File: config.mk
export PLATFORM = sky130hd
export DESIGN_NAME = mips_core
export DESIGN_NICKNAME = d
export VERILOG_FILES = /design/src/hdl/isa_pkg.sv /design/src/hdl/pipe_pkg.sv /design/src/hdl/bypass_if.sv /design/src/hdl/reg_file.sv /design/src/hdl/fetch_stage.sv /design/src/hdl/decode_stage.sv /design/src/hdl/execute_stage.sv /design/src/hdl/mem_wb_stage.sv /design/src/hdl/mips_core.sv
export SDC_FILE = /design/constraint.sdc
export NUM_CORES = 2
export LEC_CHECK = 0
export ABC_AREA = 1
export BUFFER_PORTS_ARGS = -buffer_cell sky130_fd_sc_hd__buf_4
export CAP_MARGIN = 10
export CELL_PAD_IN_SITES_DETAIL_PLACEMENT = 1
export CELL_PAD_IN_SITES_GLOBAL_PLACEMENT = 2
export CORE_AREA = 5 5 433 477
export DETAILED_ROUTE_END_ITERATION = 7
export DIE_AREA = 0 0 438 482
export GPL_TIMING_DRIVEN = 0
export PLACE_DENSITY_LB_ADDON = 0.1
export REMOVE_ABC_BUFFERS = 1
export SKIP_LAST_GASP = 1
export SLEW_MARGIN = 20
export SYNTH_ARGS = -nofsm -noshare
export SYNTH_HDL_FRONTEND = slang
export SYNTH_SLANG_ARGS = --single-unit
File: constraint.sdc
create_clock -name clock -period 80.9 [get_ports clock]
set_input_delay 16.18 -clock clock [delete_from_list [all_inputs] [get_ports clock]]
set_output_delay 16.18 -clock clock [all_outputs]
set_load 0.01 [all_outputs]
File: src/hdl/isa_pkg.sv
`default_nettype none

package isa_pkg;

    typedef logic [31:0] word_t;
    typedef logic [4:0]  reg_addr_t;

    // Primary opcode field
    typedef enum logic [5:0] {
        OP_RTYPE = 6'h00,
        OP_BEQ   = 6'h04,
        OP_ADDI  = 6'h08,
        OP_LW    = 6'h23,
        OP_SW    = 6'h2b
    } opcode_t;

    typedef enum logic [5:0] {
        FN_ADD = 6'h20,
        FN_SUB = 6'h22,
        FN_AND = 6'h24,
        FN_OR  = 6'h25,
        FN_SLT = 6'h2a
    } funct_t;

    typedef struct packed {
        opcode_t    opcode;
        reg_addr_t  rs;
        reg_addr_t  rt;
        reg_addr_t  rd;
        logic [4:0] shamt;
        funct_t     funct;
    } r_fields_t;

    typedef struct packed {
        opcode_t     opcode;
        reg_addr_t   rs;
        reg_addr_t   rt;
        logic [15:0] imm;
    } i_fields_t;

    // Same fetched word, R view and I view
    typedef union packed {
        r_fields_t r;
        i_fields_t i;
    } instr_t;

    localparam word_t NOP_WORD = 32'h0000_0000;

endpackage

`default_nettype wire

File: src/hdl/pipe_pkg.sv
`default_nettype none

package pipe_pkg;

    typedef enum logic [2:0] {
        ALU_ADD,
        ALU_SUB,
        ALU_AND,
        ALU_OR,
        ALU_SLT
    } alu_op_t;

    // Where an operand comes from
    typedef enum logic [1:0] {
        FWD_REG,
        FWD_XM,
        FWD_MW
    } fwd_sel_t;

    // Youngest in-flight writer of src wins
    function automatic fwd_sel_t fwd_pick(
        input isa_pkg::reg_addr_t src,
        input logic               xm_write,
        input isa_pkg::reg_addr_t xm_dest,
        input logic               mw_write,
        input isa_pkg::reg_addr_t mw_dest
    );
        if (src != '0 && xm_write && xm_dest == src) begin
            return FWD_XM;
        end
        if (src != '0 && mw_write && mw_dest == src) begin
            return FWD_MW;
        end
        return FWD_REG;
    endfunction

    function automatic isa_pkg::word_t fwd_mux(
        input fwd_sel_t       sel,
        input isa_pkg::word_t reg_data,
        input isa_pkg::word_t xm_data,
        input isa_pkg::word_t mw_data
    );
        case (sel)
            FWD_XM:  return xm_data;
            FWD_MW:  return mw_data;
            default: return reg_data;
        endcase
    endfunction

endpackage

`default_nettype wire

File: src/hdl/bypass_if.sv
`timescale 1ns/1ps
`default_nettype none

interface bypass_if;

    // From the execute/memory register
    logic               xm_reg_write;
    logic               xm_mem_read;
    isa_pkg::reg_addr_t xm_dest;
    isa_pkg::word_t     xm_result;

    // After writeback selection, also the register file write port
    logic               mw_reg_write;
    isa_pkg::reg_addr_t mw_dest;
    isa_pkg::word_t     mw_data;

    modport xm_producer (output xm_reg_write, xm_mem_read, xm_dest, xm_result);

    modport mw_producer (output mw_reg_write, mw_dest, mw_data);

    modport consumer (
        input xm_reg_write, xm_mem_read, xm_dest, xm_result,
        input mw_reg_write, mw_dest, mw_data
    );

endinterface

`default_nettype wire

File: src/hdl/reg_file.sv
`timescale 1ns/1ps
`default_nettype none

module reg_file (
    input  wire                     clock,
    input  wire                     reset,
    input  wire isa_pkg::reg_addr_t rd_addr_a,
    input  wire isa_pkg::reg_addr_t rd_addr_b,
    bypass_if.consumer              wr,
    output isa_pkg::word_t          rd_data_a,
    output isa_pkg::word_t          rd_data_b
);

    isa_pkg::word_t regs [32];
    logic           wr_en;

    assign wr_en = wr.mw_reg_write && (wr.mw_dest != '0);

    always_ff @(posedge clock or posedge reset) begin
        if (reset) begin
            for (int i = 0; i < 32; i++) begin
                regs[i] <= '0;
            end
        end else if (wr_en) begin
            regs[wr.mw_dest] <= wr.mw_data;
        end
    end

    // Write-through so decode sees this cycle's writeback
    function automatic isa_pkg::word_t read_port(input isa_pkg::reg_addr_t addr);
        if (addr == '0) begin
            return '0;
        end
        if (wr_en && wr.mw_dest == addr) begin
            return wr.mw_data;
        end
        return regs[addr];
    endfunction

    always_comb begin
        rd_data_a = read_port(rd_addr_a);
        rd_data_b = read_port(rd_addr_b);
    end

endmodule

`default_nettype wire

File: src/hdl/fetch_stage.sv
`timescale 1ns/1ps
`default_nettype none

module fetch_stage #(
    parameter isa_pkg::word_t RESET_PC = 32'h0000_0000
) (
    input  wire                 clock,
    input  wire                 reset,
    input  wire isa_pkg::word_t inst,
    input  wire                 stall,
    input  wire                 branch_taken,
    input  wire isa_pkg::word_t branch_target,
    output isa_pkg::word_t      pc,
    output isa_pkg::instr_t     fd_instr,
    output isa_pkg::word_t      fd_pc_plus_4
);

    isa_pkg::word_t pc_plus_4;

    assign pc_plus_4 = pc + 32'd4;

    always_ff @(posedge clock or posedge reset) begin
        if (reset) begin
            pc       <= RESET_PC;
            fd_instr <= isa_pkg::NOP_WORD;
        end else if (!stall) begin
            pc       <= branch_taken ? branch_target : pc_plus_4;
            fd_instr <= branch_taken ? isa_pkg::NOP_WORD : inst;  // Squash the slot
        end
    end

    // Only needed for the branch target
    always_ff @(posedge clock) begin
        if (!stall) begin
            fd_pc_plus_4 <= pc_plus_4;
        end
    end

endmodule

`default_nettype wire

File: src/hdl/decode_stage.sv
`timescale 1ns/1ps
`default_nettype none

module decode_stage (
    input  wire                     clock,
    input  wire                     reset,
    input  wire isa_pkg::instr_t    fd_instr,
    input  wire isa_pkg::word_t     fd_pc_plus_4,
    bypass_if.consumer              bp,
    output logic                    stall,
    output logic                    branch_taken,
    output isa_pkg::word_t          branch_target,
    output pipe_pkg::alu_op_t       dx_alu_op,
    output logic                    dx_use_imm,
    output logic                    dx_reg_write,
    output logic                    dx_mem_read,
    output logic                    dx_mem_write,
    output isa_pkg::reg_addr_t      dx_dest,
    output isa_pkg::reg_addr_t      dx_rs,
    output isa_pkg::reg_addr_t      dx_rt,
    output isa_pkg::word_t          dx_rs_data,
    output isa_pkg::word_t          dx_rt_data,
    output isa_pkg::word_t          dx_imm
);

    isa_pkg::reg_addr_t rs;
    isa_pkg::reg_addr_t rt;
    isa_pkg::reg_addr_t dest;
    isa_pkg::word_t     imm_ext;
    isa_pkg::word_t     rf_rs_data;
    isa_pkg::word_t     rf_rt_data;
    isa_pkg::word_t     rs_val;
    isa_pkg::word_t     rt_val;
    pipe_pkg::fwd_sel_t rs_sel;
    pipe_pkg::fwd_sel_t rt_sel;
    pipe_pkg::alu_op_t  alu_op;
    logic               use_imm;
    logic               reg_write;
    logic               mem_read;
    logic               mem_write;
    logic               is_beq;
    logic               uses_rt;
    logic               hit_x;
    logic               hit_m;

    assign rs      = fd_instr.r.rs;
    assign rt      = fd_instr.r.rt;
    assign imm_ext = {{16{fd_instr.i.imm[15]}}, fd_instr.i.imm};

    reg_file i_reg_file (
        .clock     (clock),
        .reset     (reset),
        .rd_addr_a (rs),
        .rd_addr_b (rt),
        .wr        (bp),
        .rd_data_a (rf_rs_data),
        .rd_data_b (rf_rt_data)
    );

    always_comb begin
        alu_op    = pipe_pkg::ALU_ADD;
        use_imm   = 1'b0;
        reg_write = 1'b0;
        mem_read  = 1'b0;
        mem_write = 1'b0;
        is_beq    = 1'b0;
        uses_rt   = 1'b0;
        dest      = '0;
        case (fd_instr.r.opcode)
            isa_pkg::OP_RTYPE: begin
                dest      = fd_instr.r.rd;
                uses_rt   = 1'b1;
                reg_write = 1'b1;
                case (fd_instr.r.funct)
                    isa_pkg::FN_ADD: alu_op = pipe_pkg::ALU_ADD;
                    isa_pkg::FN_SUB: alu_op = pipe_pkg::ALU_SUB;
                    isa_pkg::FN_AND: alu_op = pipe_pkg::ALU_AND;
                    isa_pkg::FN_OR:  alu_op = pipe_pkg::ALU_OR;
                    isa_pkg::FN_SLT: alu_op = pipe_pkg::ALU_SLT;
                    default:         reg_write = 1'b0;  // NOP lands here
                endcase
            end
            isa_pkg::OP_ADDI: begin
                use_imm   = 1'b1;
                reg_write = 1'b1;
                dest      = rt;
            end
            isa_pkg::OP_LW: begin
                use_imm   = 1'b1;
                reg_write = 1'b1;
                mem_read  = 1'b1;
                dest      = rt;
            end
            isa_pkg::OP_SW: begin
                use_imm   = 1'b1;
                mem_write = 1'b1;
                uses_rt   = 1'b1;  // Store data
            end
            isa_pkg::OP_BEQ: begin
                is_beq  = 1'b1;
                uses_rt = 1'b1;
            end
            default: begin
            end
        endcase
    end

    // Branch compare sees the newest in-flight values
    assign rs_sel = pipe_pkg::fwd_pick(rs, bp.xm_reg_write, bp.xm_dest,
                                       bp.mw_reg_write, bp.mw_dest);
    assign rt_sel = pipe_pkg::fwd_pick(rt, bp.xm_reg_write, bp.xm_dest,
                                       bp.mw_reg_write, bp.mw_dest);
    assign rs_val = pipe_pkg::fwd_mux(rs_sel, rf_rs_data, bp.xm_result, bp.mw_data);
    assign rt_val = pipe_pkg::fwd_mux(rt_sel, rf_rt_data, bp.xm_result, bp.mw_data);

    // Source matches in execute and in memory
    assign hit_x = (dx_dest != '0) && (dx_dest == rs || (uses_rt && dx_dest == rt));
    assign hit_m = (bp.xm_dest != '0) && (bp.xm_dest == rs || (uses_rt && bp.xm_dest == rt));

    // Load-use, branch on execute result, branch on load in memory
    assign stall = (dx_mem_read && hit_x)
                || (is_beq && dx_reg_write && hit_x)
                || (is_beq && bp.xm_mem_read && hit_m);

    assign branch_taken  = is_beq && (rs_val == rt_val) && !stall;
    assign branch_target = fd_pc_plus_4 + {imm_ext[29:0], 2'b00};

    always_ff @(posedge clock or posedge reset) begin
        if (reset) begin
            dx_alu_op    <= pipe_pkg::ALU_ADD;
            dx_use_imm   <= 1'b0;
            dx_reg_write <= 1'b0;
            dx_mem_read  <= 1'b0;
            dx_mem_write <= 1'b0;
            dx_dest      <= '0;
            dx_rs        <= '0;
            dx_rt        <= '0;
        end else if (stall) begin
            dx_reg_write <= 1'b0;  // Bubble
            dx_mem_read  <= 1'b0;
            dx_mem_write <= 1'b0;
            dx_dest      <= '0;
            dx_rs        <= '0;
            dx_rt        <= '0;
        end else begin
            dx_alu_op    <= alu_op;
            dx_use_imm   <= use_imm;
            dx_reg_write <= reg_write;
            dx_mem_read  <= mem_read;
            dx_mem_write <= mem_write;
            dx_dest      <= dest;
            dx_rs        <= rs;
            dx_rt        <= rt;
        end
    end

    // Execute forwarding covers anything newer than the register file
    always_ff @(posedge clock) begin
        dx_rs_data <= rf_rs_data;
        dx_rt_data <= rf_rt_data;
        dx_imm     <= imm_ext;
    end

endmodule

`default_nettype wire

File: src/hdl/execute_stage.sv
`timescale 1ns/1ps
`default_nettype none

module execute_stage (
    input  wire                     clock,
    input  wire                     reset,
    input  wire pipe_pkg::alu_op_t  dx_alu_op,
    input  wire                     dx_use_imm,
    input  wire                     dx_reg_write,
    input  wire                     dx_mem_read,
    input  wire                     dx_mem_write,
    input  wire isa_pkg::reg_addr_t dx_dest,
    input  wire isa_pkg::reg_addr_t dx_rs,
    input  wire isa_pkg::reg_addr_t dx_rt,
    input  wire isa_pkg::word_t     dx_rs_data,
    input  wire isa_pkg::word_t     dx_rt_data,
    input  wire isa_pkg::word_t     dx_imm,
    bypass_if.consumer              bp,
    bypass_if.xm_producer           xm,
    output isa_pkg::word_t          xm_store_data,
    output logic                    xm_mem_write
);

    pipe_pkg::fwd_sel_t rs_sel;
    pipe_pkg::fwd_sel_t rt_sel;
    isa_pkg::word_t     op_a;
    isa_pkg::word_t     op_b;
    isa_pkg::word_t     rt_val;
    isa_pkg::word_t     result;

    assign rs_sel = pipe_pkg::fwd_pick(dx_rs, bp.xm_reg_write, bp.xm_dest,
                                       bp.mw_reg_write, bp.mw_dest);
    assign rt_sel = pipe_pkg::fwd_pick(dx_rt, bp.xm_reg_write, bp.xm_dest,
                                       bp.mw_reg_write, bp.mw_dest);

    assign op_a   = pipe_pkg::fwd_mux(rs_sel, dx_rs_data, bp.xm_result, bp.mw_data);
    assign rt_val = pipe_pkg::fwd_mux(rt_sel, dx_rt_data, bp.xm_result, bp.mw_data);
    assign op_b   = dx_use_imm ? dx_imm : rt_val;  // rt_val doubles as store data

    always_comb begin
        case (dx_alu_op)
            pipe_pkg::ALU_SUB: result = op_a - op_b;
            pipe_pkg::ALU_AND: result = op_a & op_b;
            pipe_pkg::ALU_OR:  result = op_a | op_b;
            pipe_pkg::ALU_SLT: result = {31'b0, $signed(op_a) < $signed(op_b)};
            default:           result = op_a + op_b;  // Also address generation
        endcase
    end

    always_ff @(posedge clock or posedge reset) begin
        if (reset) begin
            xm.xm_reg_write <= 1'b0;
            xm.xm_mem_read  <= 1'b0;
            xm.xm_dest      <= '0;
            xm_mem_write    <= 1'b0;
        end else begin
            xm.xm_reg_write <= dx_reg_write;
            xm.xm_mem_read  <= dx_mem_read;
            xm.xm_dest      <= dx_dest;
            xm_mem_write    <= dx_mem_write;
        end
    end

    always_ff @(posedge clock) begin
        xm.xm_result  <= result;
        xm_store_data <= rt_val;
    end

endmodule

`default_nettype wire

File: src/hdl/mem_wb_stage.sv
`timescale 1ns/1ps
`default_nettype none

module mem_wb_stage (
    input  wire                 clock,
    input  wire                 reset,
    bypass_if.consumer          bp,
    input  wire isa_pkg::word_t xm_store_data,
    input  wire                 xm_mem_write,
    input  wire isa_pkg::word_t dout,
    output logic                mem_read,
    output logic                mem_write,
    output isa_pkg::word_t      addr,
    output isa_pkg::word_t      din,
    bypass_if.mw_producer       mw
);

    logic           mw_is_load;
    isa_pkg::word_t mw_load_data;
    isa_pkg::word_t mw_alu_result;

    // Single-cycle strobes straight from the execute/memory register
    assign mem_read  = bp.xm_mem_read;
    assign mem_write = xm_mem_write;
    assign addr      = bp.xm_result;
    assign din       = xm_store_data;

    always_ff @(posedge clock or posedge reset) begin
        if (reset) begin
            mw.mw_reg_write <= 1'b0;
            mw.mw_dest      <= '0;
            mw_is_load      <= 1'b0;
        end else begin
            mw.mw_reg_write <= bp.xm_reg_write;
            mw.mw_dest      <= bp.xm_dest;
            mw_is_load      <= bp.xm_mem_read;
        end
    end

    always_ff @(posedge clock) begin
        mw_load_data  <= dout;  // Valid by this edge when mem_read is high
        mw_alu_result <= bp.xm_result;
    end

    assign mw.mw_data = mw_is_load ? mw_load_data : mw_alu_result;

endmodule

`default_nettype wire

File: src/hdl/mips_core.sv
`timescale 1ns/1ps
`default_nettype none

module mips_core #(
    parameter isa_pkg::word_t RESET_PC = 32'h0000_0000
) (
    input  wire                 clock,
    input  wire                 reset,
    output isa_pkg::word_t      pc,
    input  wire isa_pkg::word_t inst,
    output logic                mem_read,
    output logic                mem_write,
    output isa_pkg::word_t      addr,
    output isa_pkg::word_t      din,
    input  wire isa_pkg::word_t dout
);

    logic               stall;
    logic               branch_taken;
    isa_pkg::word_t     branch_target;
    isa_pkg::instr_t    fd_instr;
    isa_pkg::word_t     fd_pc_plus_4;
    pipe_pkg::alu_op_t  dx_alu_op;
    logic               dx_use_imm;
    logic               dx_reg_write;
    logic               dx_mem_read;
    logic               dx_mem_write;
    isa_pkg::reg_addr_t dx_dest;
    isa_pkg::reg_addr_t dx_rs;
    isa_pkg::reg_addr_t dx_rt;
    isa_pkg::word_t     dx_rs_data;
    isa_pkg::word_t     dx_rt_data;
    isa_pkg::word_t     dx_imm;
    isa_pkg::word_t     xm_store_data;
    logic               xm_mem_write;

    bypass_if bp ();

    fetch_stage #(
        .RESET_PC (RESET_PC)
    ) i_fetch (
        .clock         (clock),
        .reset         (reset),
        .inst          (inst),
        .stall         (stall),
        .branch_taken  (branch_taken),
        .branch_target (branch_target),
        .pc            (pc),
        .fd_instr      (fd_instr),
        .fd_pc_plus_4  (fd_pc_plus_4)
    );

    decode_stage i_decode (
        .clock         (clock),
        .reset         (reset),
        .fd_instr      (fd_instr),
        .fd_pc_plus_4  (fd_pc_plus_4),
        .bp            (bp),
        .stall         (stall),
        .branch_taken  (branch_taken),
        .branch_target (branch_target),
        .dx_alu_op     (dx_alu_op),
        .dx_use_imm    (dx_use_imm),
        .dx_reg_write  (dx_reg_write),
        .dx_mem_read   (dx_mem_read),
        .dx_mem_write  (dx_mem_write),
        .dx_dest       (dx_dest),
        .dx_rs         (dx_rs),
        .dx_rt         (dx_rt),
        .dx_rs_data    (dx_rs_data),
        .dx_rt_data    (dx_rt_data),
        .dx_imm        (dx_imm)
    );

    execute_stage i_execute (
        .clock         (clock),
        .reset         (reset),
        .dx_alu_op     (dx_alu_op),
        .dx_use_imm    (dx_use_imm),
        .dx_reg_write  (dx_reg_write),
        .dx_mem_read   (dx_mem_read),
        .dx_mem_write  (dx_mem_write),
        .dx_dest       (dx_dest),
        .dx_rs         (dx_rs),
        .dx_rt         (dx_rt),
        .dx_rs_data    (dx_rs_data),
        .dx_rt_data    (dx_rt_data),
        .dx_imm        (dx_imm),
        .bp            (bp),
        .xm            (bp),
        .xm_store_data (xm_store_data),
        .xm_mem_write  (xm_mem_write)
    );

    mem_wb_stage i_mem_wb (
        .clock         (clock),
        .reset         (reset),
        .bp            (bp),
        .xm_store_data (xm_store_data),
        .xm_mem_write  (xm_mem_write),
        .dout          (dout),
        .mem_read      (mem_read),
        .mem_write     (mem_write),
        .addr          (addr),
        .din           (din),
        .mw            (bp)
    );

endmodule

`default_nettype wire

==> out/qor.txt <==
outcome - finished clean
Mapped Area - 0.0800 mm²
Relative slew margins - 0.152
crit path DAT - 1.97 ns
Pwr Total - 1.94 mW
chip height - 482 µm
final number of setup-violating endpoints - 0
Post-synth EDFFs - 32
most common cell after layout, fill and taps aside - nand2_1
top post-synthesis cells by area - dfrtp_1 35%, nand2_1 16%, o21ai_0 8.0%, nand3_1 8.0%, inv_1 5.9%
first-pass GRT wire length - 568 mm
CTS tree - built
Worst R2R Start - i_fetch.fd_instr[17]
asr flop ratio synth - 0.824
initial core utilization - 0.397
number of DRC markers in iteration 0 - 7679
remaining global-route overflow - 0
vias per std cell - 5.89
Worst Path Buf+Inv - 1
proportion of netlist area held by the largest area contributor - 0.352
Worst Hold Class - flop to flop
Max Buffers Root-to-Sink - 3
critical-path cell list - buf_4
largest net degree at the start of global routing - 113
Detail Placement HPWL - 258 mm
Highest Clock Rate - 55.1 MHz
Critical Path Start - i_execute.xm.xm_result[7]
HP Start - i_decode.dx_mem_write
root buffer cell - clkbuf_16
Final Max Tran Viols - 0
Post-DRT Antenna Nets - 0
hold buffer count at cts - 0
CP max stage delay - 0.87 ns
routed len/inst - 27.8 µm
commonest cells after routing, fill and taps aside - 3308 x nand2_1, 1277 x nand3_1, 1254 x o21ai_0
Fillers - 25000
routability cong. - 0.960
fin crit period - 18.15 ns
Seq/Total Area, Yosys - 0.416
Worst VDD drop - 0.0000168 V
full die area - 0.211 mm²
CP top delay family - flip-flops
slowest CP cell - dfxtp_1
num ports - 164
critical path class - flop to output port
Mean Syn Cell Area - 6.96 µm²
Crit. End Element - output port
skew final - 0.0394 ns
routed wire length - 388 mm
row count - 173
CTS resizes - 0
final hold vios - 0
Num Clock Sinks - 1365
clock slew at reported path FFs - 0.07 ns
vias in the first global route - 84300
all-layer global routing usage - 0.361
predominant post-synthesis flop cell - dfrtp_1
Residual DRC - 0
IO Port Bufs - 163
initial antenna violation count - 12
top cell type by total area after synthesis - dfrtp_1
worst-path fanout max - 3
Area Overhead vs Synth - 15.3%
Power Dens Cells - 21.0 mW/mm²
Die Width - 438 µm
deepest level of the CTS H-tree - 4
CTS Buf Count - 162
RSZ-0062 raised after global routing - no
synth unique cells - 50
max-cap violations - 0
clock latency on the worst-skew pair - 0.87 ns
type of origin of the critical path - flop
via count - 82100
Yosys reg bits - 1365
layout cells sized above 1 - 0.0773
Pleak - 43.9 nW
Register Area - 0.0333 mm²
Synth Instances - 11500
area of the multi-input gates - 0.0386 mm²
drt first pass iters - 6
core area - 0.201 mm²
setup total negative slack - 0 ns
CP required - 64.72 ns
period utilization - 0.224
fin nets - 11400
postcts setup bufs - 0
worst slew pin tran - 1.26 ns
synth warn - 0
## stage by stage
stage                     instance area, µm²  hold slack [ns]  utilization  std cells  worst slack (ns)
after global routing                   92200            0.367        0.458      13900             62.57
after global placement                 80800            0.337        0.401      13400              4.11
after CTS                              92200            0.364        0.458      13900             62.68
after floorplan                        76300            0.331            -      10600             33.04
final                                  92200            0.362        0.458      13900             62.75
after detailed placement               86900            0.344        0.432      13600             62.00
## path summary, 6_finish.rpt
check	endpoint	slack [ns]	depth (start not counted)
max in group asynchronous	i_decode.i_reg_file.regs[748]	62.92	7
worst max-delay path	addr[7]	62.75	1
min in group asynchronous	i_decode.i_reg_file.regs[104]	15.26	2
worst max register to register	i_fetch.fd_instr[2]	71.72	22
worst min-delay path	i_execute.xm_mem_write	0.36	0
worst min register to register	i_execute.xm_mem_write	0.36	0
## power breakdown
group	total [mW]	switching (mW)	leakage (nW)	internal, mW
Clock	0.750	0.324	2.63	0.426
Sequential	0.750	0.0385	17.7	0.711
Combinational	0.438	0.319	23.5	0.119
Total	1.94	0.681	43.9	1.26
## cell families after synthesis
family                     count (synthesis)  synth area share
buffers and inverters                   2218             0.109
xor gates and xnor gates                  89           0.00975
AOI/OAI and AO/OA                       2346             0.167
and+or+nand+nor                         5337             0.277
adders and majority gates                129            0.0205
DFF                                     1365             0.416
## per-layer routing
| metal | track usage | wire, µm | vias up |
|---|---|---|---|
| met5 | 0 | 0 | - |
| met4 | 0.198 | 24900 | 0 |
| met3 | 0.0525 | 26400 | 948 |
| met2 | 0.574 | 173000 | 3217 |
| met1 | 0.475 | 163000 | 41300 |
| li1 | - | - | 36700 |
## cell usage after synthesis (71+ instances only)
library cell / number
a21oi_1: 361
nor3_1: 71
nor2_1: 521
clkbuf_1: 532
o211ai_1: 451
dfxtp_1: 208
dfrtp_1: 1125
inv_1: 1259
ha_1: 126
nand3_1: 1277
o21ai_0: 1279
buf_2: 263
nand2_1: 3327
## cell type report
cell class / count / area share
antenna: 6 / 0.000163
clock buffer: 257 / 0.0530
clock inverter: 43 / 0.00505
inverter: 1342 / 0.0557
multi-input combinational: 7901 / 0.418
sequential: 1365 / 0.361
tap: 2625 / 0.0356
timing repair buffer: 398 / 0.0713
## flip-flops by register name, summed over array words and instances (netlist names), 3 cells and up
| register | count |
|---|---|
| i_fetch.fd_pc_plus_4 | 32 |
| i_decode.dx_rs_data | 32 |
| i_mem_wb.mw_load_data | 32 |
| i_decode.dx_dest | 5 |
| i_decode.dx_rt | 5 |
| i_fetch.fd_instr | 32 |
| i_decode.dx_rs | 5 |
| i_decode.dx_rt_data | 32 |
| i_decode.dx_alu_op | 3 |
| i_execute.xm_store_data | 32 |
| i_decode.i_reg_file.regs | 1024 |
| i_mem_wb.mw_alu_result | 32 |
| i_execute.xm.xm_result | 32 |
| i_fetch.pc | 32 |
| i_decode.dx_imm | 16 |
| i_mem_wb.mw.mw_dest | 5 |
| i_execute.xm.xm_dest | 5 |
Note: power is estimated with default switching activity, not from simulation.
